**src/source/npc_pkg.sv**
```systemverilog
package npc_pkg;

    // *************************************************************************
    // Jump kinds from decode and execute.
    // *************************************************************************

    typedef enum logic [2:0] {
        NOT_JUMP      = 3'd0,
        DIRECT_JUMP   = 3'd1,
        JUMP          = 3'd2,
        CALL          = 3'd3,
        RET           = 3'd4,
        INDIRECT_JUMP = 3'd5,
        OTHER_JUMP    = 3'd6
    } jump_kind_e;  // 3'd7 is illegal, seen as NOT_JUMP.

    // True for any legal kind other than NOT_JUMP.
    function automatic logic is_jump(jump_kind_e kind);
        return (kind != NOT_JUMP) && (kind <= OTHER_JUMP);
    endfunction

    // *************************************************************************
    // BTB versus RAS choice counters.
    // *************************************************************************

    typedef logic [1:0] choice_ctr_t;  // MSB set picks the RAS.

    localparam choice_ctr_t CHOICE_RESET = 2'b01;  // Weakly BTB.

    // *************************************************************************
    // Top-level parameter defaults.
    // *************************************************************************

    localparam int DEFAULT_GH_WIDTH   = 8;
    localparam int DEFAULT_STACK_LEN  = 16;
    localparam int DEFAULT_ADDR_WIDTH = 29;

endpackage

```
**src/source/npc_select.sv**
```systemverilog
`timescale 1ns/1ns

module npc_select #(
    parameter int addr_width = 29
) (
    input  logic [addr_width-1:0] pc,

    input  logic [addr_width-1:0] btb_target,
    input  logic                  btb_valid,
    input  logic [addr_width-1:0] ras_top,
    input  logic                  ras_valid,
    input  logic                  choice,

    input  npc_pkg::jump_kind_e   kind_pdc,
    input  logic                  taken_pdc,

    output logic [addr_width-1:0] npc_pdc
);

    logic [addr_width-1:0] seq_pc;
    logic [addr_width-1:0] src_target;
    logic                  src_valid;
    logic                  use_ras;

    assign seq_pc = pc + 1'b1;  // Fall-through.

    // *************************************************************************
    // Source choice.
    // *************************************************************************

    // Only returns may take the RAS.
    assign use_ras    = (kind_pdc == npc_pkg::RET) && choice;
    assign src_target = use_ras ? ras_top : btb_target;
    assign src_valid  = use_ras ? ras_valid : btb_valid;

    always_comb begin
        if (taken_pdc && npc_pkg::is_jump(kind_pdc) && src_valid) begin
            npc_pdc = src_target;
        end else begin
            npc_pdc = seq_pc;  // Not taken, no jump, or nothing stored.
        end
    end

endmodule

```
**config.mk**
```make
export PLATFORM = sky130hd
export DESIGN_NAME = npc_select
export DESIGN_NICKNAME = d
export VERILOG_FILES = /design/src/source/npc_pkg.sv /design/src/source/npc_select.sv
export SDC_FILE = /design/constraint.sdc
export NUM_CORES = 1
export LEC_CHECK = 0
export BUFFER_PORTS_ARGS = -buffer_cell sky130_fd_sc_hd__buf_2
export CORE_MARGIN = 2
export CORE_UTILIZATION = 38
export DETAILED_ROUTE_END_ITERATION = 10
export MAX_ROUTING_LAYER = met4
export PLACE_DENSITY = 0.88
export SYNTH_ARGS = -nofsm -noshare
export SYNTH_HDL_FRONTEND = slang
export SYNTH_SLANG_ARGS = --single-unit
```
**constraint.sdc**
```tcl
create_clock -name vclk -period 3
set_input_delay 0.45 -clock vclk [all_inputs]
set_output_delay 0.45 -clock vclk [all_outputs]
set_load 0.03 [all_outputs]
```
==> results of run 1 <==
==> per-layer routing <==
layer,global-route usage,vias up,part of all wire,wire length (µm)
li1,-,867,-,-
met1,0.2232,714,0.40,1467
met2,0.3758,73,0.51,1894
met3,0.01082,0,0.089,329
met4,0.009524,0,0,0
met5,-,-,0,0
==> worst min-delay path, stage by stage <==
cell	delay (ps)
buf_2	110
mux2i_1	60
buf_2	170
==> where the power goes <==
part	total, mW	leakage (nW)	internal (mW)	switching [mW]
registers	0	0	0	0
clock network	0	0	0	0
logic	0.287	0.828	0.119	0.168
total	0.287	0.828	0.119	0.168
==> worst paths after layout <==
path,start,end,slack (ps),cells after the start
max,pc[8],npc_pdc[28],260,7
min,pc[0],npc_pdc[0],1240,3
==> cell families after synthesis <==
logic type               Yosys count  synth area share
AND/OR/NAND/NOR                   70            0.3181
buffers and inverters              9           0.03223
AO/OA/AOI/OAI                     14           0.06237
adder cells (fa/ha/maj)            1           0.01039
multiplexers                      47            0.3950
XOR/XNOR                          25            0.1819
==> cell type report <==
cell class	count	share of cell area
Inverter	2	0.004024
Multi-Input combinational cell	157	0.6244
Timing Repair Buffer	126	0.3421
Tap cell	44	0.02951
==> layout by cell type (no fill, tap or decap) <==
cell / instances
mux2_2: 3
mux2_1: 1
and2_1: 3
nand4_1: 10
a21oi_1: 6
nand2_1: 16
and3_1: 6
buf_4: 3
or4_4: 1
inv_1: 2
nor2_1: 6
and4bb_2: 1
or4_1: 1
xnor2_1: 13
mux2i_1: 43
o211ai_1: 2
and4_4: 1
nor4_1: 5
buf_2: 123
nand3_1: 11
xor2_1: 12
nor3_1: 7
ha_1: 1
and3_4: 1
or3_1: 1
o21ai_0: 6
==> impl_metrics.tcl, run 1 <==
set metrics [dict create \
    power_density_nw_per_um2 153.8 \
    slew_headroom 0.6922 \
    vias 1654 \
    syn_avg_cell_area_um2 7.251 \
    clkbuf_count 0 \
    synth_top_area_cell "mux2i_1" \
    power_leakage_nw 0.8282 \
    finalWirelength_um 3691 \
    ant_nets 0 \
    ctsResizeCount 0 \
    routedWlPerCell_um 11.22 \
    globalplace.congestion 0.8111 \
    worst_pin_slew_ps 458.1 \
    fin_cells 329 \
    n_antenna_cell 0 \
    die_w_um 60.28 \
    post_cts_buffers 0 \
    finalCritPeriodShare 0.9127 \
    dr.pass1.iters 4 \
    synth_area_leaders "mux2i_1 (36%), xnor2_1 (9.5%), xor2_1 (8.7%)" \
    fin_area_um2 1866 \
    grt_pass1_vias 1388 \
    cp_slowest_stage_delay_ps 560 \
    setup_viol 0 \
    hold_buffers 0 \
    place_area_um2 1866 \
    crit_required_ps 2550 \
    drive_above_1_share 0.4667 \
    grt.total_usage 0.1927 \
    grt_first_pass_wirelength_um 5568 \
    irDropWorstVdd_mv 0.1085 \
    yosysWarnings 0 \
    worstHoldPathType "input port to output port" \
    fillers 298 \
    syn_nets 261 \
    rsz0062_at_grt "false" \
    crit_slowest_cell "or4_4" \
    crit_type "input port to output port" \
    final_nets 382 \
    drv_slew 0 \
    drv_cap 0 \
    seq_cells 0 \
    path_cells "buf_2 -> and3_4 -> nand3_1 -> or4_4 -> or4_1 -> o211ai_1 -> buf_2" \
    drt-initial-drc-count 40 \
    multi_input_area_um2 1165 \
    overflow 0 \
    detailed_place_hpwl_um 3170 \
    crit_buf_inv 2 \
    hold_viol 0 \
    grt_start_max_net_pins 34 \
    die_area_um2 3634 \
    synth_top_cell_area_share 0.3576 \
    critical-path-top-delay-family "simple AND/OR/NAND/NOR gates" \
    row_count 20 \
    seq_area_frac_synth 0 \
    avgViaCountPerCell 5.027 \
    design.core.area_um2 3028 \
    finalWorstSetupSlack_ps 261.8 \
    synthesis.area_um2 1204 \
    max_freq_mhz 365.2 \
    dp_cells 329 \
    synthMostInstantiatedCell "mux2i_1" \
    cp-start-kind "input port" \
    post-route-min-period_ps 2738 \
    dieHeight_um 60.28 \
    power_mw 0.2870 \
    crit_path_frequent_cell "buf_2" \
    start_util 0.3975 \
    ios 123 \
    synthCells 166 \
    drc 0 \
    status "finished, final reports clean" \
    timing.hold.ws_ps 1240 \
    pre_cts_ws_ps 257.0 \
    io_buffers 123 \
    arrival_ps 2290 \
    post-route-util 0.6161 \
    totalNegativeSetupSlack_ps 0 \
    antenna_found_initial 0 \
    synthToLayoutAreaGrowth_pct 54.99 \
    regArea_um2 0 \
    yosys-top-cells-count "mux2i_1 (43), nand2_1 (16), xnor2_1 (13)" \
    cp-end-kind "output port" \
    synth.distinct_cells 27 \
    worst-path-max-fanout 6 \
]
(Power assumes the default switching activity.)
==> inputs of run 2 (changes only) <==
--- a/config.mk
+++ b/config.mk
@@ -6,6 +6,7 @@
 export NUM_CORES = 1
 export LEC_CHECK = 0
 export BUFFER_PORTS_ARGS = -buffer_cell sky130_fd_sc_hd__buf_2
+export CORE_ASPECT_RATIO = 1.1
 export CORE_MARGIN = 2
 export CORE_UTILIZATION = 38
 export DETAILED_ROUTE_END_ITERATION = 10
==> run 2 against run 1 <==
  * First-iteration DRC count shrank 33%
  * Hold slack gained 8.7 ps
  * Die area is essentially flat
  * Via count grew 1.7%
  * Sequential cell count is the same
  * Combinational power is essentially flat
  * Count of clock-buffer cells in the layout is the same
  * Worst setup slack lost 16 ps
  * Sequential share of layout area is the same
  * Critical path depth is the same
==> impl_metrics.tcl, run 2 (synthesis gave the netlist of run 1 again) <==
set metrics [dict create \
    status "finished, final reports clean" \
    drive_above_1_share 0.4667 \
    final_common_cell "buf_2" \
    synthToLayoutAreaGrowth_pct 53.95 \
    p_seq_frac 0 \
    met1_usage 0.2032 \
    vias 1682 \
    regArea_um2 0 \
    worstHoldPathType "input port to output port" \
    crit_type "input port to output port" \
    finalWirelength_um 3797 \
    detailed_place_hpwl_um 3307 \
    dieHeight_um 63.03 \
    cp-start-kind "input port" \
    globalplace.congestion 0.8177 \
    ant_nets 0 \
    antenna_found_initial 0 \
    cp_slowest_stage_delay_ps 560 \
    start_util 0.3949 \
    drt-initial-drc-count 27 \
    crit_path_frequent_cell "buf_2" \
    hold_viol 0 \
    die_area_um2 3634 \
    seq_cells 0 \
    grt_use_met3 0.006211 \
    crit_start "pc[8]" \
    totalNegativeSetupSlack_ps 0 \
    design.core.area_um2 3048 \
    worst_pin_slew_ps 455.7 \
    dr.pass1.iters 4 \
    power_density_nw_per_um2 155.4 \
    p_int_mw 0.1189 \
    power_mw 0.2880 \
    grt_first_pass_wirelength_um 6030 \
    clkPwrFrac 0 \
    irDropWorstVdd_mv 0.1333 \
    worstHoldStart "pc[0]" \
    pre_cts_ws_ps 244.2 \
    worst-path-max-fanout 6 \
    crit_slowest_cell "or4_4" \
    crit_required_ps 2550 \
    die_w_um 57.66 \
    cp-end-kind "output port" \
    hold_buffers 0 \
    grt.total_usage 0.1959 \
    grt_pass1_vias 1534 \
    slew_headroom 0.6962 \
    finalCritPeriodShare 0.9179 \
    path_cells "buf_2 -> and3_4 -> nand3_1 -> or4_4 -> or4_1 -> o211ai_1 -> buf_2" \
    drv_cap 0 \
    layout_common_cells "buf_2 (123), mux2i_1 (43), nand2_1 (16)" \
    n_antenna_cell 0 \
    setup_viol 0 \
    max_freq_mhz 363.1 \
    sw_frac_of_total 0.5869 \
    drc 0 \
    post-route-min-period_ps 2754 \
    switchingPower_mw 0.1690 \
    finalWorstSetupSlack_ps 246.3 \
    post_cts_buffers 0 \
    final_nets 382 \
    ios 123 \
    rsz0062_at_grt "false" \
    row_count 21 \
    avgViaCountPerCell 5.273 \
    clkbuf_count 0 \
    ctsResizeCount 0 \
    arrival_ps 2300 \
    grt_busiest_layer "met2" \
    use_met2 0.4134 \
    routedWlPerCell_um 11.90 \
    fillers 295 \
    drv_slew 0 \
    io_buffers 123 \
    overflow 0 \
    power_leakage_nw 0.8282 \
    grt_start_max_net_pins 34 \
    post-route-util 0.6080 \
    combinationalPowerShare 1.000 \
]
==> run 2: area by class of cell <==
cell class / count / area, µm² / area share
Inverter: 2 / 7.507 / 0.004051
Timing Repair Buffer: 126 / 638.1 / 0.3444
Tap cell: 34 / 42.54 / 0.02296
Multi-Input combinational cell: 157 / 1165 / 0.6286
==> run 2: layer usage <==
metal  vias to the layer above  part of all wire
li1                        861                 -
met1                       759              0.38
met2                        62              0.55
met3                         0             0.071
met4                         0                 0
met5                         -                 0
==> run 2: final timing paths <==
check           to  cells after the start
max    npc_pdc[28]                      7
min     npc_pdc[0]                      3
==> run 2: power by group through the flow <==
stage                     Sequential, mW  Combinational [mW]  Clock (mW)
final                                  0               0.288           0
after global routing                   0               0.311           0
after CTS                              0               0.291           0
after detailed placement               0               0.290           0
after global placement                 0               0.285           0
after floorplan                        0               0.169           0
==> run 2: worst max-delay path: cells and delay by family <==
family                 cells  cell delay (ps)
buffers and inverters      2              330
AOI/OAI and AO/OA          1              100
and+or+nand+nor            4             1410
==> run 2: per-stage QoR <==
| stage | cells | hold WS (ps) | cell area (µm²) |
|---|---|---|---|
| CTS | 319 | 1248 | 1853 |
| global route | 319 | 1277 | 1853 |
| finish | 319 | 1249 | 1853 |
| floorplan | 166 | 1097 | 1204 |
| detailed placement | 319 | 1248 | 1853 |
| global placement | 319 | 1246 | 1853 |
==> inputs of run 3 (changes only) <==
--- a/config.mk
+++ b/config.mk
@@ -6,12 +6,13 @@
 export NUM_CORES = 1
 export LEC_CHECK = 0
 export BUFFER_PORTS_ARGS = -buffer_cell sky130_fd_sc_hd__buf_2
-export CORE_ASPECT_RATIO = 1.1
 export CORE_MARGIN = 2
 export CORE_UTILIZATION = 38
 export DETAILED_ROUTE_END_ITERATION = 10
+export GPL_TIMING_DRIVEN = 0
 export MAX_ROUTING_LAYER = met4
 export PLACE_DENSITY = 0.88
+export SETUP_SLACK_MARGIN = 0.5
 export SYNTH_ARGS = -nofsm -noshare
 export SYNTH_HDL_FRONTEND = slang
 export SYNTH_SLANG_ARGS = --single-unit
==> run 3 against run 2 <==
  * Fmax is 2.7% higher
  * Routed wire length is 22% higher
  * Critical path depth is 1 higher
  * Hold slack worse by 39 ps
  * Critical path type unchanged
  * Largest power group unchanged
  * Highest routed layer is now met4
==> impl_metrics.tcl, run 3 (synthesis gave the netlist of run 1 again) <==
set metrics [dict create \
    status "finished, final reports clean" \
    clkbuf_count 0 \
    n_antenna_cell 0 \
    seq_cells 0 \
    grt_pass1_vias 1670 \
    finalCritPeriodShare 0.8939 \
    fillers 281 \
    drive_above_1_share 0.5695 \
    regArea_um2 0 \
    final_nets 392 \
    setup_viol 0 \
    whs_path_depth 3 \
    min_to "npc_pdc[0]" \
    totalNegativeSetupSlack_ps 0 \
    max_freq_mhz 372.9 \
    place_area_um2 1947 \
    avgViaCountPerCell 5.227 \
    globalplace.congestion 0.8474 \
    detailed_place_hpwl_um 3700 \
    dr.pass1.iters 4 \
    ant_nets 0 \
    fin_area_um2 2118 \
    hold_viol 0 \
    power_density_nw_per_um2 159.1 \
    ios 123 \
    worst-path-max-fanout 4 \
    worstHoldStart "pc[0]" \
    drt-initial-drc-count 38 \
    drc 0 \
    die_area_um2 3634 \
    drv_cap 0 \
    cp-start-kind "input port" \
    slew_headroom 0.6841 \
    synthToLayoutAreaGrowth_pct 75.99 \
    grt.total_usage 0.2337 \
    start_util 0.3975 \
    final_common_cell "buf_2" \
    multi_input_area_um2 1275 \
    routedWlPerCell_um 13.63 \
    grt_first_pass_wirelength_um 6596 \
    arrival_ps 2230 \
    worst_pin_slew_ps 470.2 \
    irDropWorstVdd_mv 0.1251 \
    layout_common_cells "buf_2 (111), mux2i_1 (28), nand2_1 (16)" \
    io_buffers 123 \
    finalWorstSetupSlack_ps 318.3 \
    power_leakage_nw 0.9201 \
    pre_cts_ws_ps 130.0 \
    die_w_um 60.28 \
    vias 1772 \
    crit_required_ps 2550 \
    grt_start_max_net_pins 11 \
    rsz0062_at_grt "true" \
    antenna_found_initial 0 \
    worstHoldPathType "input port to output port" \
    cp-end-kind "output port" \
    row_count 20 \
    crit_type "input port to output port" \
    dieHeight_um 60.28 \
    finalWirelength_um 4620 \
    drv_slew 0 \
    overflow 0 \
    design.core.area_um2 3028 \
    post-route-min-period_ps 2682 \
]
[run 3: critical path, cell delays in order]
cell and delay (ps):
buf_8 80, ha_4 130, and2_4 160, nand3_2 50, or4_4 540, or4_1 530, o211ai_1 90, buf_4 190
[run 3: how the worst max path moves through the flow]
stage / depth (start not counted) / start / end
5_1_grt: 8 / pc[0] / npc_pdc[28]
2_1_floorplan: 6 / kind_pdc[1] / npc_pdc[28]
6_report: 8 / pc[0] / npc_pdc[28]
3_3_place_gp: 7 / pc[8] / npc_pdc[28]
3_5_place_dp: 7 / kind_pdc[1] / npc_pdc[18]
4_1_cts: 8 / kind_pdc[0] / npc_pdc[28]
[run 3: what timing repair did]
item                                    CTS  global route
endpoints found under the setup margin   24            26
buffers inserted                          4             2
pin swaps                                 4             6
gates cloned                              0             0
hold buffers                              0             0
resized for setup                        18            22
[run 3: where the power goes]
part / internal (mW) / total, mW / leakage, nW / switching (mW)
registers: 0 / 0 / 0 / 0
clock network: 0 / 0 / 0 / 0
logic: 0.150 / 0.337 / 0.920 / 0.187
total: 0.150 / 0.337 / 0.920 / 0.187
[run 3: through the flow]
| stage | total power, mW | std cells | utilization | hold WS, ps |
|---|---|---|---|---|
| floorplan | 0.1878 | 166 | - | 1097 |
| global placement | 0.3048 | 333 | 0.6430 | 1236 |
| detailed placement | 0.3114 | 333 | 0.6430 | 1248 |
| CTS | 0.3239 | 337 | 0.6752 | 1243 |
| global route | 0.3604 | 339 | 0.6996 | 1225 |
| finish | 0.3370 | 339 | 0.6996 | 1209 |
[run 3: layout make-up]
class	count	share of cell area
multi-input combinational	157	0.6019
timing repair buffer	129	0.3420
buffer	7	0.02658
tap	44	0.02599
inverter	2	0.003544
[run 3: layer usage]
metal | routed length (µm) | vias up | track usage
li1 | - | 885 | -
met5 | 0 | - | -
met4 | 33 | 0 | 0.01905
met1 | 1730 | 798 | 0.2506
met3 | 318 | 4 | 0.006494
met2 | 2538 | 85 | 0.4814
