File: config.mk
export PLATFORM = sky130hd
export DESIGN_NAME = ras_flat
export DESIGN_NICKNAME = d
export VERILOG_FILES = /design/src/source/npc_pkg.sv /design/src/source/ex_update_if.sv /design/src/source/ras.sv /design/src/flat_wrapper.sv
export SDC_FILE = /design/constraint.sdc
export NUM_CORES = 1
export LEC_CHECK = 0
export BUFFER_PORTS_ARGS = -buffer_cell sky130_fd_sc_hd__buf_2
export CORE_MARGIN = 2
export CORE_UTILIZATION = 33
export CTS_BUF_LIST = sky130_fd_sc_hd__clkbuf_4 sky130_fd_sc_hd__clkbuf_8
export DETAILED_ROUTE_END_ITERATION = 8
export PLACE_DENSITY = 0.57
export SETUP_SLACK_MARGIN = 0.5
export SLEW_MARGIN = 20
export SYNTH_ARGS = -nofsm -noshare
export SYNTH_HDL_FRONTEND = slang
export SYNTH_SLANG_ARGS = --single-unit
export TNS_END_PERCENT = 50
File: constraint.sdc
create_clock -name clk -period 3.8 [get_ports clk]
set_input_delay 0.19 -clock clk [delete_from_list [all_inputs] [get_ports clk]]
set_output_delay 0.19 -clock clk [all_outputs]
set_load 0.02 [all_outputs]
File: src/source/npc_pkg.sv
package npc_pkg;

    // *************************************************************************
    // Jump kinds from decode and execute.
    // *************************************************************************

    typedef enum logic [2:0] {
        NOT_JUMP      = 3'd0,
        DIRECT_JUMP   = 3'd1,
        JUMP          = 3'd2,
        CALL          = 3'd3,
        RET           = 3'd4,
        INDIRECT_JUMP = 3'd5,
        OTHER_JUMP    = 3'd6
    } jump_kind_e;  // 3'd7 is illegal, seen as NOT_JUMP.

    // True for any legal kind other than NOT_JUMP.
    function automatic logic is_jump(jump_kind_e kind);
        return (kind != NOT_JUMP) && (kind <= OTHER_JUMP);
    endfunction

    // *************************************************************************
    // BTB versus RAS choice counters.
    // *************************************************************************

    typedef logic [1:0] choice_ctr_t;  // MSB set picks the RAS.

    localparam choice_ctr_t CHOICE_RESET = 2'b01;  // Weakly BTB.

    // *************************************************************************
    // Top-level parameter defaults.
    // *************************************************************************

    localparam int DEFAULT_GH_WIDTH   = 8;
    localparam int DEFAULT_STACK_LEN  = 16;
    localparam int DEFAULT_ADDR_WIDTH = 29;

endpackage

File: src/source/ex_update_if.sv
`timescale 1ns/1ns

// Resolution of one instruction at execute.
// kind_ex qualifies the whole bundle.
interface ex_update_if #(
    parameter int gh_width   = 8,
    parameter int addr_width = 29
);

    logic [addr_width-1:0] pc_ex;      // Resolved instruction address.
    logic [addr_width-1:0] npc_ex;     // Its actual next address.
    logic [gh_width-1:0]   hashed_ex;  // PC folded with history.
    npc_pkg::jump_kind_e   kind_ex;
    logic                  choice_real;  // RAS would have been right.

    modport src (
        output pc_ex,
        output npc_ex,
        output hashed_ex,
        output kind_ex,
        output choice_real
    );

    modport sink (
        input pc_ex,
        input npc_ex,
        input hashed_ex,
        input kind_ex,
        input choice_real
    );

endinterface

File: src/source/ras.sv
`timescale 1ns/1ns

module ras #(
    parameter int stack_len  = 16,
    parameter int addr_width = 29
) (
    input  logic                  clk,
    input  logic                  reset,

    ex_update_if.sink             ex,

    output logic [addr_width-1:0] top,
    output logic                  valid
);

    // Pointer needs at least one bit for a one-entry stack.
    localparam int ptr_w   = (stack_len > 1) ? $clog2(stack_len) : 1;
    localparam int depth_w = $clog2(stack_len + 1);

    localparam logic [ptr_w-1:0]   last_ptr   = ptr_w'(stack_len - 1);
    localparam logic [depth_w-1:0] full_depth = depth_w'(stack_len);

    logic [addr_width-1:0] stack [stack_len];

    logic [ptr_w-1:0]   top_ptr;  // Latest live push.
    logic [ptr_w-1:0]   ptr_inc;
    logic [ptr_w-1:0]   ptr_dec;
    logic [depth_w-1:0] depth;
    logic               push;
    logic               pop;

    // *************************************************************************
    // Push and pop decode.
    // *************************************************************************

    assign push = (ex.kind_ex == npc_pkg::CALL);
    assign pop  = (ex.kind_ex == npc_pkg::RET) && (depth != '0);  // Empty pop ignored.

    // Circular wrap, also for depths that are not a power of two.
    assign ptr_inc = (top_ptr == last_ptr) ? '0 : top_ptr + 1'b1;
    assign ptr_dec = (top_ptr == '0) ? last_ptr : top_ptr - 1'b1;

    // *************************************************************************
    // Storage.
    // *************************************************************************

    // On overflow this lands on the oldest entry.
    always_ff @(posedge clk) begin
        if (push) begin
            stack[ptr_inc] <= ex.pc_ex + 1'b1;  // Return address.
        end
    end

    always_ff @(posedge clk) begin
        if (reset) begin
            top_ptr <= '0;
            depth   <= '0;
        end else if (push) begin
            top_ptr <= ptr_inc;
            if (depth != full_depth) begin
                depth <= depth + 1'b1;
            end
        end else if (pop) begin
            top_ptr <= ptr_dec;
            depth   <= depth - 1'b1;
        end
    end

    // *************************************************************************
    // Lookup.
    // *************************************************************************

    assign top   = stack[top_ptr];
    assign valid = (depth != '0);

endmodule

File: src/flat_wrapper.sv
// flat-port wrapper written by rule: the top's interface ports become plain ports
module ras_flat 
#(
    parameter int stack_len  = 16,
    parameter int addr_width = 29
)
  (clk, reset, top, valid, ex_pc_ex, ex_npc_ex, ex_hashed_ex, ex_kind_ex, ex_choice_real);
  ex_update_if #(.addr_width(addr_width)) ex_i ();
  input  logic clk;
  input  logic reset;
  output logic [addr_width-1:0] top;
  output logic valid;
  input wire logic [$bits(ex_i.pc_ex)-1:0] ex_pc_ex;
  input wire logic [$bits(ex_i.npc_ex)-1:0] ex_npc_ex;
  input wire logic [$bits(ex_i.hashed_ex)-1:0] ex_hashed_ex;
  input wire logic [$bits(ex_i.kind_ex)-1:0] ex_kind_ex;
  input wire logic [$bits(ex_i.choice_real)-1:0] ex_choice_real;
  assign ex_i.pc_ex = ex_pc_ex;
  assign ex_i.npc_ex = ex_npc_ex;
  assign ex_i.hashed_ex = ex_hashed_ex;
  assign ex_i.kind_ex = ex_kind_ex;
  assign ex_i.choice_real = ex_choice_real;
  ras #(.stack_len(stack_len), .addr_width(addr_width)) u_core (.clk(clk), .reset(reset), .ex(ex_i), .top(top), .valid(valid));
endmodule
==> results of run 1 <==
stage by stage:
stage,worst slack [ns],area [um2]
final,0.769,22200
after global routing,0.619,22200
after CTS,0.539,22100
after detailed placement,0.592,20400
after global placement,0.575,20400
after floorplan,0.674,18800
cell families after synthesis:
| group | Yosys count | share of synthesized area |
|---|---|---|
| buffers and inverters | 45 | 0.0130 |
| multiplexers | 148 | 0.175 |
| adder cells (fa/ha/maj) | 11 | 0.00770 |
| AND/OR/NAND/NOR | 96 | 0.0270 |
| AO/OA/AOI/OAI | 26 | 0.00930 |
| flip-flops | 477 | 0.753 |
| XOR/XNOR | 31 | 0.0144 |
worst max-delay path: stages (launching register included):
cell,delay [ns]
sky130_fd_sc_hd__dfxtp_4,0.45
sky130_fd_sc_hd__buf_4,0.44
sky130_fd_sc_hd__mux4_2,0.58
sky130_fd_sc_hd__mux4_2,0.52
sky130_fd_sc_hd__buf_2,0.18
final timing paths:
kind / to / slack, ns
worst max register to register: u_core.stack[14][23] / 0.87
worst min register to register: u_core.depth[1] / 0.55
worst max-delay path: top[12] / 0.77
worst min-delay path: u_core.depth[0] / 0.07
area by class of cell:
type                       count  area [um2]  area share
tap                          756         946      0.0427
clock inverter                34         231      0.0104
inverter                       7        26.3     0.00119
sequential                   477       14200       0.641
timing repair buffer         100         746      0.0336
clock buffer                 113        1390      0.0625
multi-input combinational    312        4620       0.209
cells in the final DEF (no fill, tap or decap), drive strengths merged, types with 3 or more instances in the layout:
cell,synthesis,routed
nor3,5,5
nand4,8,8
buf,22,99
nor4,6,6
nand3,16,16
clkinv,1,28
xor2,13,13
o21ai,4,4
mux2,3,3
a21oi,9,9
nand2b,4,4
ha,10,10
and4,3,3
nor2,21,21
dfxtp,13,13
edfxtp,464,464
nand2,14,14
a21o,4,4
mux4,145,145
inv,6,9
clkbuf,16,113
bufinv,0,3
xnor2,18,18
and3,9,9
metal layers:
layer  vias up  GRT usage  part of all wire
met3        74     0.0310             0.061
met1      4736      0.193              0.42
met2       251      0.240              0.50
met5         -          0           0.00030
li1       3852          -                 -
met4         2     0.0404             0.018
timing repair:
item	CTS	global route
endpoints found under the hold margin	13	0
setup endpoints to repair	0	99
gates resized for setup	0	1
hold buffers	1	0
flip-flops by register name (all words and copies together) (netlist names), named ones only:
register and flops:
u_core.stack 464, u_core.top_ptr 4, u_core.depth 5
power by group:
group | internal, mW | switching, mW | leakage [nW] | total [mW]
sequential | 5.83 | 0.0558 | 4.28 | 5.88
combinational | 0.384 | 0.478 | 1.72 | 0.862
clock | 2.56 | 2.03 | 0.853 | 4.59
==> flow_metrics.env, run 1 <==
export IMPL_timing_rr_start="u_core.top_ptr[0]"
export IMPL_timing_setup_tns_ns=0
export IMPL_synth_area_per_cell_um2=22.6
export IMPL_grt_pass1_vias=9374
export IMPL_floorplan_die_height_um=243
export IMPL_worst_r2r_path_depth=5
export IMPL_maximum_number_of_pins_on_one_net_before_global_route_repair=64
export IMPL_num_rows=87
export IMPL_buffer_ports_inserted=63
export IMPL_drive_gt1_frac=0.390
export IMPL_cellPowerDensity_mw_per_mm2=511
export IMPL_leakage_nw=6.86
export IMPL_crit_required_ns=3.61
export IMPL_crit_fanout=22
export IMPL_route_final_wire_length_um=42600
export IMPL_htree_levels=3
export IMPL_place_hpwl_um=23300
export IMPL_first_pass_grt_wire_length_um=62100
export IMPL_initial_utilization=0.334
export IMPL_ys_ff_latch=477
export IMPL_mappedNetlistArea_mm2=0.0188
export IMPL_drt_pass1_iterations=5
export IMPL_final_net_count=1064
export IMPL_ios=102
export IMPL_synth_warning_count=0
export IMPL_cts_sink_count=477
export IMPL_status="finished clean"
export IMPL_endpoint_kind="primary output"
export IMPL_hold_path_cell_count=5
export IMPL_cts_tree="built"
export IMPL_synth_edf_count=464
export IMPL_grt_util_all_layers=0.145
export IMPL_post_cts_buffers=0
export IMPL_synth_yosys_seq_area_share=0.753
export IMPL_crit_arrival_ns=2.84
export IMPL_min_path_type="in2reg"
export IMPL_post_drt_wl_per_cell_um=23.7
export IMPL_ys_types=46
export IMPL_synth_top_cells_by_area="sky130_fd_sc_hd__edfxtp_1, sky130_fd_sc_hd__mux4_2, sky130_fd_sc_hd__dfxtp_1"
export IMPL_tcrit_tclk_final=0.798
export IMPL_detail_route_antenna_nets=0
export IMPL_power_ir_vdd_worst_v=0.000200
export IMPL_drc_errors=0
export IMPL_antennaDiodeCount=0
export IMPL_dieArea_mm2=0.0590
export IMPL_tightest_slew_ns=1.01
export IMPL_yosysTopAreaCell="sky130_fd_sc_hd__edfxtp_1"
export IMPL_slew_viol_final=0
export IMPL_routed_via_count=8915
export IMPL_synth_largest_type_area_fraction=0.740
export IMPL_postSynthCellCount=834
export IMPL_path_class="reg2out"
export IMPL_design_core_area_mm2=0.0564
export IMPL_detailedRoute_firstIterationViolations=681
export IMPL_final_hold_worst_slack_ns=0.0740
export IMPL_maximum_clock_skew_at_final_layout_ns=0.0343
export IMPL_final_period_minus_worst_setup_slack_ns=3.03
export IMPL_synth_net_count=917
export IMPL_fillerInstances=5150
export IMPL_power_total_mw=11.3
export IMPL_area_growth_syn_to_layout_pct=17.7
export IMPL_worst_skew_pair_late_latency_ns=0.64
export IMPL_final_cell_count_no_fill=1799
export IMPL_yosys_most_used_dff="sky130_fd_sc_hd__edfxtp_1"
export IMPL_antenna_found_initial=2
export IMPL_yosys_cell_count_top_type="sky130_fd_sc_hd__edfxtp_1"
export IMPL_async_reset_ff_frac=0
export IMPL_place_detailed_instances=1651
export IMPL_path_clk_slew_ns=0.06
export IMPL_place_gp_congestion=0.720
export IMPL_worst_min_path_start="ex_kind_ex[1]"
export IMPL_layout_core_utilization=0.393
export IMPL_synth_top_cells_by_count="sky130_fd_sc_hd__edfxtp_1, sky130_fd_sc_hd__mux4_2, sky130_fd_sc_hd__nor2_1"
export IMPL_startpoint_type="flip-flop"
export IMPL_die_width_um=243
export IMPL_via_per_inst=4.96
export IMPL_max_cap_violations=0
export IMPL_timing_fmax_mhz=330
export IMPL_cts_buffer_depth=3
export IMPL_num_cts_buffers=83
export IMPL_grt_setup_unrepaired="no"
export IMPL_endpoints_failing_setup=0
export IMPL_slew_headroom=0.321
export IMPL_root_buffer="sky130_fd_sc_hd__clkbuf_8"
export IMPL_grt_overflow=0
export IMPL_finalHoldViolations=0
No activity file was read; power rests on OpenSTA's default activity.
==> inputs of run 2 (changes only) <==
- PLACE_DENSITY: 0.57 -> 0.59
- clock period: 3.8 -> 2.5 ns (I/O delays scaled with it)
==> run 2 against run 1 <==
  * The flow now finishes with violations (setup timing)
  * Worst setup slack got worse by 1.0 ns
  * Non-clock buffer count increased by 63
  * Global-route usage increased by 0.77 points
  * Die area unchanged
  * Critical path depth increased by 2
  * Count of clock-buffer cells in the layout decreased by 10
  * Cell count increased by 2.6%
  * Power increased by 49%
  * Final area increased by 5.3%
  * Utilization increased by 2.1 points
  * Via count increased by 3.6%
  * Register-to-register slack got worse by 0.31 ns
  * Largest cell class unchanged
  * Largest power group unchanged
==> flow_metrics.env, run 2 (synthesized netlist as in run 1, its figures left out) <==
export IMPL_power_ir_vdd_worst_v=0.000305
export IMPL_final_common_cell="sky130_fd_sc_hd__edfxtp_1"
export IMPL_route_final_wire_length_um=44600
export IMPL_via_per_inst=5.00
export IMPL_post_drt_wl_per_cell_um=24.2
export IMPL_design_core_area_mm2=0.0564
export IMPL_violations="setup timing"
export IMPL_antennaDiodeCount=0
export IMPL_power_total_mw=16.9
export IMPL_largest_register="u_core.stack"
export IMPL_min_path_type="in2reg"
export IMPL_cts_sink_count=477
export IMPL_slew_headroom=0.298
export IMPL_antenna_found_initial=1
export IMPL_slew_viol_final=0
export IMPL_crit_fanout=6
export IMPL_leakage_nw=7.35
export IMPL_crit_arrival_ns=2.64
export IMPL_grt_setup_unrepaired="yes"
export IMPL_endpoint_kind="primary output"
export IMPL_place_hpwl_um=24200
export IMPL_fillerInstances=4987
export IMPL_detail_route_antenna_nets=0
export IMPL_maximum_clock_skew_at_final_layout_ns=0.0170
export IMPL_endpoints_failing_setup=29
export IMPL_ios=102
export IMPL_cellPowerDensity_mw_per_mm2=723
export IMPL_path_clk_slew_ns=0.06
export IMPL_final_seq_area_mm2=0.0142
export IMPL_initial_utilization=0.334
export IMPL_buffer_ports_inserted=63
export IMPL_startpoint_type="flip-flop"
export IMPL_crit_required_ns=2.38
export IMPL_timing_fmax_mhz=361
export IMPL_dieArea_mm2=0.0590
export IMPL_status="finished, violations left"
export IMPL_grt_util_all_layers=0.152
export IMPL_final_period_minus_worst_setup_slack_ns=2.77
export IMPL_final_net_count=1122
export IMPL_tcrit_tclk_final=1.11
export IMPL_maximum_number_of_pins_on_one_net_before_global_route_repair=69
export IMPL_finalHoldViolations=0
export IMPL_max_cap_violations=0
export IMPL_tightest_slew_ns=1.05
export IMPL_first_pass_grt_wire_length_um=64800
export IMPL_cts_buffer_depth=3
export IMPL_routed_via_count=9238
export IMPL_root_buffer="sky130_fd_sc_hd__clkbuf_8"
export IMPL_drt_pass1_iterations=5
export IMPL_num_cts_buffers=78
export IMPL_final_cell_mix="sky130_fd_sc_hd__edfxtp_1, sky130_fd_sc_hd__mux4_2, sky130_fd_sc_hd__clkbuf_8"
export IMPL_drive_gt1_frac=0.425
export IMPL_num_rows=87
export IMPL_die_width_um=243
export IMPL_drc_errors=0
export IMPL_worst_slack_ns=-0.269
export IMPL_grt_pass1_vias=9831
export IMPL_htree_levels=3
export IMPL_largestRegisters="u_core.stack x464, u_core.depth x5, u_core.top_ptr x4"
export IMPL_area_growth_syn_to_layout_pct=23.9
export IMPL_place_gp_congestion=0.702
export IMPL_cts_tree="built"
export IMPL_path_class="reg2out"
export IMPL_grt_overflow=0
export IMPL_detailedRoute_firstIterationViolations=960
export IMPL_multi_input_area_mm2=0.00469
export IMPL_worst_skew_pair_late_latency_ns=0.64
export IMPL_final_hold_worst_slack_ns=0.0263
export IMPL_largest_register_ff_count=464
export IMPL_floorplan_die_height_um=243
## run 2: cell types whose count changed in the layout (fill, tap and decap cells not counted), sizes merged
cell,change
bufinv,-3
dlygate4sd3,+3
clkinvlp,+3
buf,+56
clkinv,-4
clkbuf,-6
inv,-2
## run 2: layout make-up
cell class,instances,share of cell area
Inverter,7,0.00113
Timing Repair Buffer,163,0.0884
Multi-Input combinational cell,312,0.201
Tap cell,756,0.0405
Clock inverter,28,0.00547
Clock buffer,103,0.0546
Sequential cell,477,0.609
## run 2: through the flow
stage / setup slack (ns) / std cells / utilization / area, um2 / setup TNS, ns
floorplan: 0.508 / 834 / - / 19000 / 0
CTS: -0.332 / 1838 / 0.409 / 23000 / -8.29
finish: -0.269 / 1846 / 0.414 / 23300 / -6.68
detailed placement: 0.0609 / 1671 / 0.370 / 20900 / 0
global route: -0.366 / 1846 / 0.414 / 23300 / -9.38
global placement: 0.158 / 1671 / 0.370 / 20900 / 0
## run 2: metal layers
layer	part of all wire	track usage	vias up	wire length [um]
met3	0.055	0.0367	71	2470
met4	0.018	0.0390	2	802
met5	0.00022	0	-	10
met2	0.50	0.251	271	22300
li1	-	-	3975	-
met1	0.43	0.203	4919	19000
## run 2: timing repair
| item | in CTS | in global routing |
|---|---|---|
| cloned | 12 | 4 |
| hold endpoints to repair | 43 | 0 |
| resized for setup | 56 | 22 |
| setup buffers | 20 | 4 |
| hold buffers | 4 | 0 |
| setup endpoints to repair | 196 | 179 |
| pin swaps | 10 | 2 |
## run 2: where the power goes
part,internal (mW),switching [mW]
logic,0.874,0.854
registers,8.86,0.0557
clock network,3.29,2.95
## run 2: path summary, 6_finish.rpt
kind	startpoint	end	slack, ns	depth (start not counted)
setup / recovery	flip-flop	top[0]	-0.27	6
hold reg to reg	u_core.depth[1]	u_core.depth[1]	0.57	2
hold / removal	ex_pc_ex[4]	u_core.stack[5][4]	0.03	2
setup reg to reg	u_core.top_ptr[0]	u_core.stack[15][8]	0.56	5
## run 2: worst max-delay path, cell delays in order (launching register included)
cell                      delay [ns]
sky130_fd_sc_hd__dfxtp_4        0.39
sky130_fd_sc_hd__buf_4          0.13
sky130_fd_sc_hd__buf_12         0.14
sky130_fd_sc_hd__buf_16         0.14
sky130_fd_sc_hd__mux4_2         0.50
sky130_fd_sc_hd__mux4_2         0.54
sky130_fd_sc_hd__buf_6          0.16
==> inputs of run 3 (changes only) <==
- PLACE_DENSITY: 0.59 -> not set
==> run 3 against run 2 <==
  * The flow still finishes with violations (setup timing)
  * Global-route usage up 0.085 points
  * Combinational power up 2%
  * Critical path depth unchanged
  * Sequential share of layout area about the same
  * Clock power up 1%
  * Cell count down 0.49%
  * Register-to-register slack about the same
  * Worst hold slack better by 0.010 ns
  * Count of clock-buffer cells in the layout up 4
  * Flip-flop and latch count unchanged
  * Via count up 0.40%
  * Sequential power about the same
  * Critical endpoint is now top[15]
==> flow_metrics.env, run 3 (synthesized netlist as in run 1, its figures left out) <==
export IMPL_final_seq_area_mm2=0.0142
export IMPL_grt_pass1_vias=9643
export IMPL_startpoint_type="flip-flop"
export IMPL_slew_viol_final=0
export IMPL_largest_register="u_core.stack"
export IMPL_power_total_mw=17.0
export IMPL_cts_buffer_depth=3
export IMPL_drt_pass1_iterations=5
export IMPL_timing_rr_start="u_core.top_ptr[1]"
export IMPL_leakage_nw=7.36
export IMPL_crit_required_ns=2.38
export IMPL_place_hpwl_um=23200
export IMPL_largestRegisters="u_core.stack x464, u_core.depth x5, u_core.top_ptr x4"
export IMPL_status="finished, violations left"
export IMPL_power_sequential_fraction=0.524
export IMPL_final_area_mm2=0.0233
export IMPL_area_growth_syn_to_layout_pct=23.9
export IMPL_crit_arrival_ns=2.62
export IMPL_sw_frac_of_total=0.226
export IMPL_place_detailed_instances=1672
export IMPL_grt_util_all_layers=0.153
export IMPL_max_cap_violations=0
export IMPL_via_per_inst=5.05
export IMPL_slew_headroom=0.327
export IMPL_route_final_wire_length_um=45400
export IMPL_first_pass_grt_wire_length_um=64900
export IMPL_place_gp_congestion=0.724
export IMPL_final_cell_count_no_fill=1837
export IMPL_path_class="reg2out"
export IMPL_post_dp_cell_area_mm2=0.0208
export IMPL_timing_setup_tns_ns=-5.52
export IMPL_path_clk_slew_ns=0.06
export IMPL_detailedRoute_firstIterationViolations=901
export IMPL_maximum_clock_skew_at_final_layout_ns=0.0261
export IMPL_endpoint_kind="primary output"
export IMPL_detail_route_antenna_nets=0
export IMPL_grt_overflow=0
export IMPL_fillerInstances=4969
export IMPL_final_cell_mix="sky130_fd_sc_hd__edfxtp_1, sky130_fd_sc_hd__mux4_2, sky130_fd_sc_hd__clkbuf_8"
export IMPL_post_drt_wl_per_cell_um=24.7
export IMPL_layout_core_utilization=0.414
export IMPL_cts_tree="built"
export IMPL_finalHoldViolations=0
export IMPL_tightest_slew_ns=1.01
export IMPL_power_ir_vdd_worst_v=0.000325
export IMPL_worst_min_path_start="ex_pc_ex[21]"
export IMPL_power_combinational_fraction=0.104
export IMPL_dieArea_mm2=0.0590
export IMPL_initial_utilization=0.334
export IMPL_multi_input_area_mm2=0.00471
export IMPL_power_switching_mw=3.83
export IMPL_root_buffer="sky130_fd_sc_hd__clkbuf_8"
export IMPL_tcrit_tclk_final=1.10
export IMPL_final_common_cell="sky130_fd_sc_hd__edfxtp_1"
export IMPL_worst_slack_ns=-0.250
export IMPL_htree_levels=3
export IMPL_timing_fmax_mhz=364
export IMPL_num_cts_buffers=75
export IMPL_power_share_clock=0.371
export IMPL_die_width_um=243
export IMPL_routed_via_count=9275
export IMPL_design_core_area_mm2=0.0564
export IMPL_num_rows=87
export IMPL_drive_gt1_frac=0.432
export IMPL_violations="setup timing"
export IMPL_floorplan_die_height_um=243
export IMPL_ios=102
export IMPL_final_period_minus_worst_setup_slack_ns=2.75
export IMPL_maximum_number_of_pins_on_one_net_before_global_route_repair=34
export IMPL_cellPowerDensity_mw_per_mm2=727
export IMPL_intPower_mw=13.1
export IMPL_buffer_ports_inserted=63
export IMPL_antennaDiodeCount=0
export IMPL_min_path_type="in2reg"
export IMPL_antenna_found_initial=2
export IMPL_final_net_count=1116
export IMPL_endpoints_failing_setup=29
export IMPL_drc_errors=0
export IMPL_largest_register_ff_count=464
export IMPL_worst_skew_pair_late_latency_ns=0.63
export IMPL_crit_fanout=7
export IMPL_cts_sink_count=477
export IMPL_grt_setup_unrepaired="yes"
[run 3: cell types whose count changed in the layout (fill, tap and decap cells not counted), moves of 4 or more]
cell / before / now
sky130_fd_sc_hd__clkbuf_8: 80 / 76
sky130_fd_sc_hd__clkinv_1: 22 / 10
sky130_fd_sc_hd__clkbuf_4: 23 / 31
sky130_fd_sc_hd__xnor2_2: 11 / 15
sky130_fd_sc_hd__buf_4: 41 / 33
sky130_fd_sc_hd__buf_6: 29 / 34
sky130_fd_sc_hd__xnor2_1: 7 / 3
[run 3: layout make-up]
type | count | share of cell area
flip-flops and latches | 477 | 0.609
multi-input cells | 312 | 0.202
repair buffers | 160 | 0.0875
clock buffers | 107 | 0.0548
well taps | 756 | 0.0405
clock inverters | 18 | 0.00520
inverters | 7 | 0.00113
[run 3: what timing repair did]
| action | CTS | global route |
|---|---|---|
| gates cloned | 11 | 5 |
| pin swaps | 3 | 3 |
| endpoints found under the setup margin | 96 | 261 |
| hold buffers | 4 | 0 |
| endpoints found under the hold margin | 48 | 0 |
| buffers inserted | 18 | 2 |
| gates resized for setup | 58 | 27 |
[run 3: final timing paths]
kind / cells past startpoint / endpoint / slack, ns
min: 2 / u_core.stack[12][21] / 0.04
min reg2reg: 2 / u_core.depth[1] / 0.56
max reg2reg: 6 / u_core.stack[12][20] / 0.55
max: 6 / top[15] / -0.25
[run 3: layer usage]
layer  up-vias  wire length (um)  global-route usage
li1       3961                 -                   -
met1      4945             19000               0.207
met2       300             22700               0.251
met3        67              2930              0.0323
met4         2               744              0.0419
met5         -                13                   0
[run 3: power by group through the flow]
stage               clock, mW  sequential [mW]  combinational (mW)
floorplan                   0             9.05               0.969
global placement            0             9.08                1.38
detailed placement          0             9.09                1.39
CTS                      6.45             8.90                1.71
global route             6.78             8.90                1.89
finish                   6.30             8.90                1.77
[run 3: critical path, stage by stage, from the launching register on]
cell	delay, ns
sky130_fd_sc_hd__dfxtp_4	0.37
sky130_fd_sc_hd__buf_12	0.16
sky130_fd_sc_hd__buf_6	0.14
sky130_fd_sc_hd__clkbuf_16	0.15
sky130_fd_sc_hd__mux4_2	0.48
sky130_fd_sc_hd__mux4_2	0.54
sky130_fd_sc_hd__buf_6	0.16
[run 3: per-stage QoR]
stage          worst slack, ns  hold slack (ns)
6_report                -0.250           0.0367
5_1_grt                 -0.323           0.0367
4_1_cts                 -0.302          0.00574
3_5_place_dp            0.0265            0.469
3_3_place_gp             0.110            0.457
2_1_floorplan            0.508            0.333
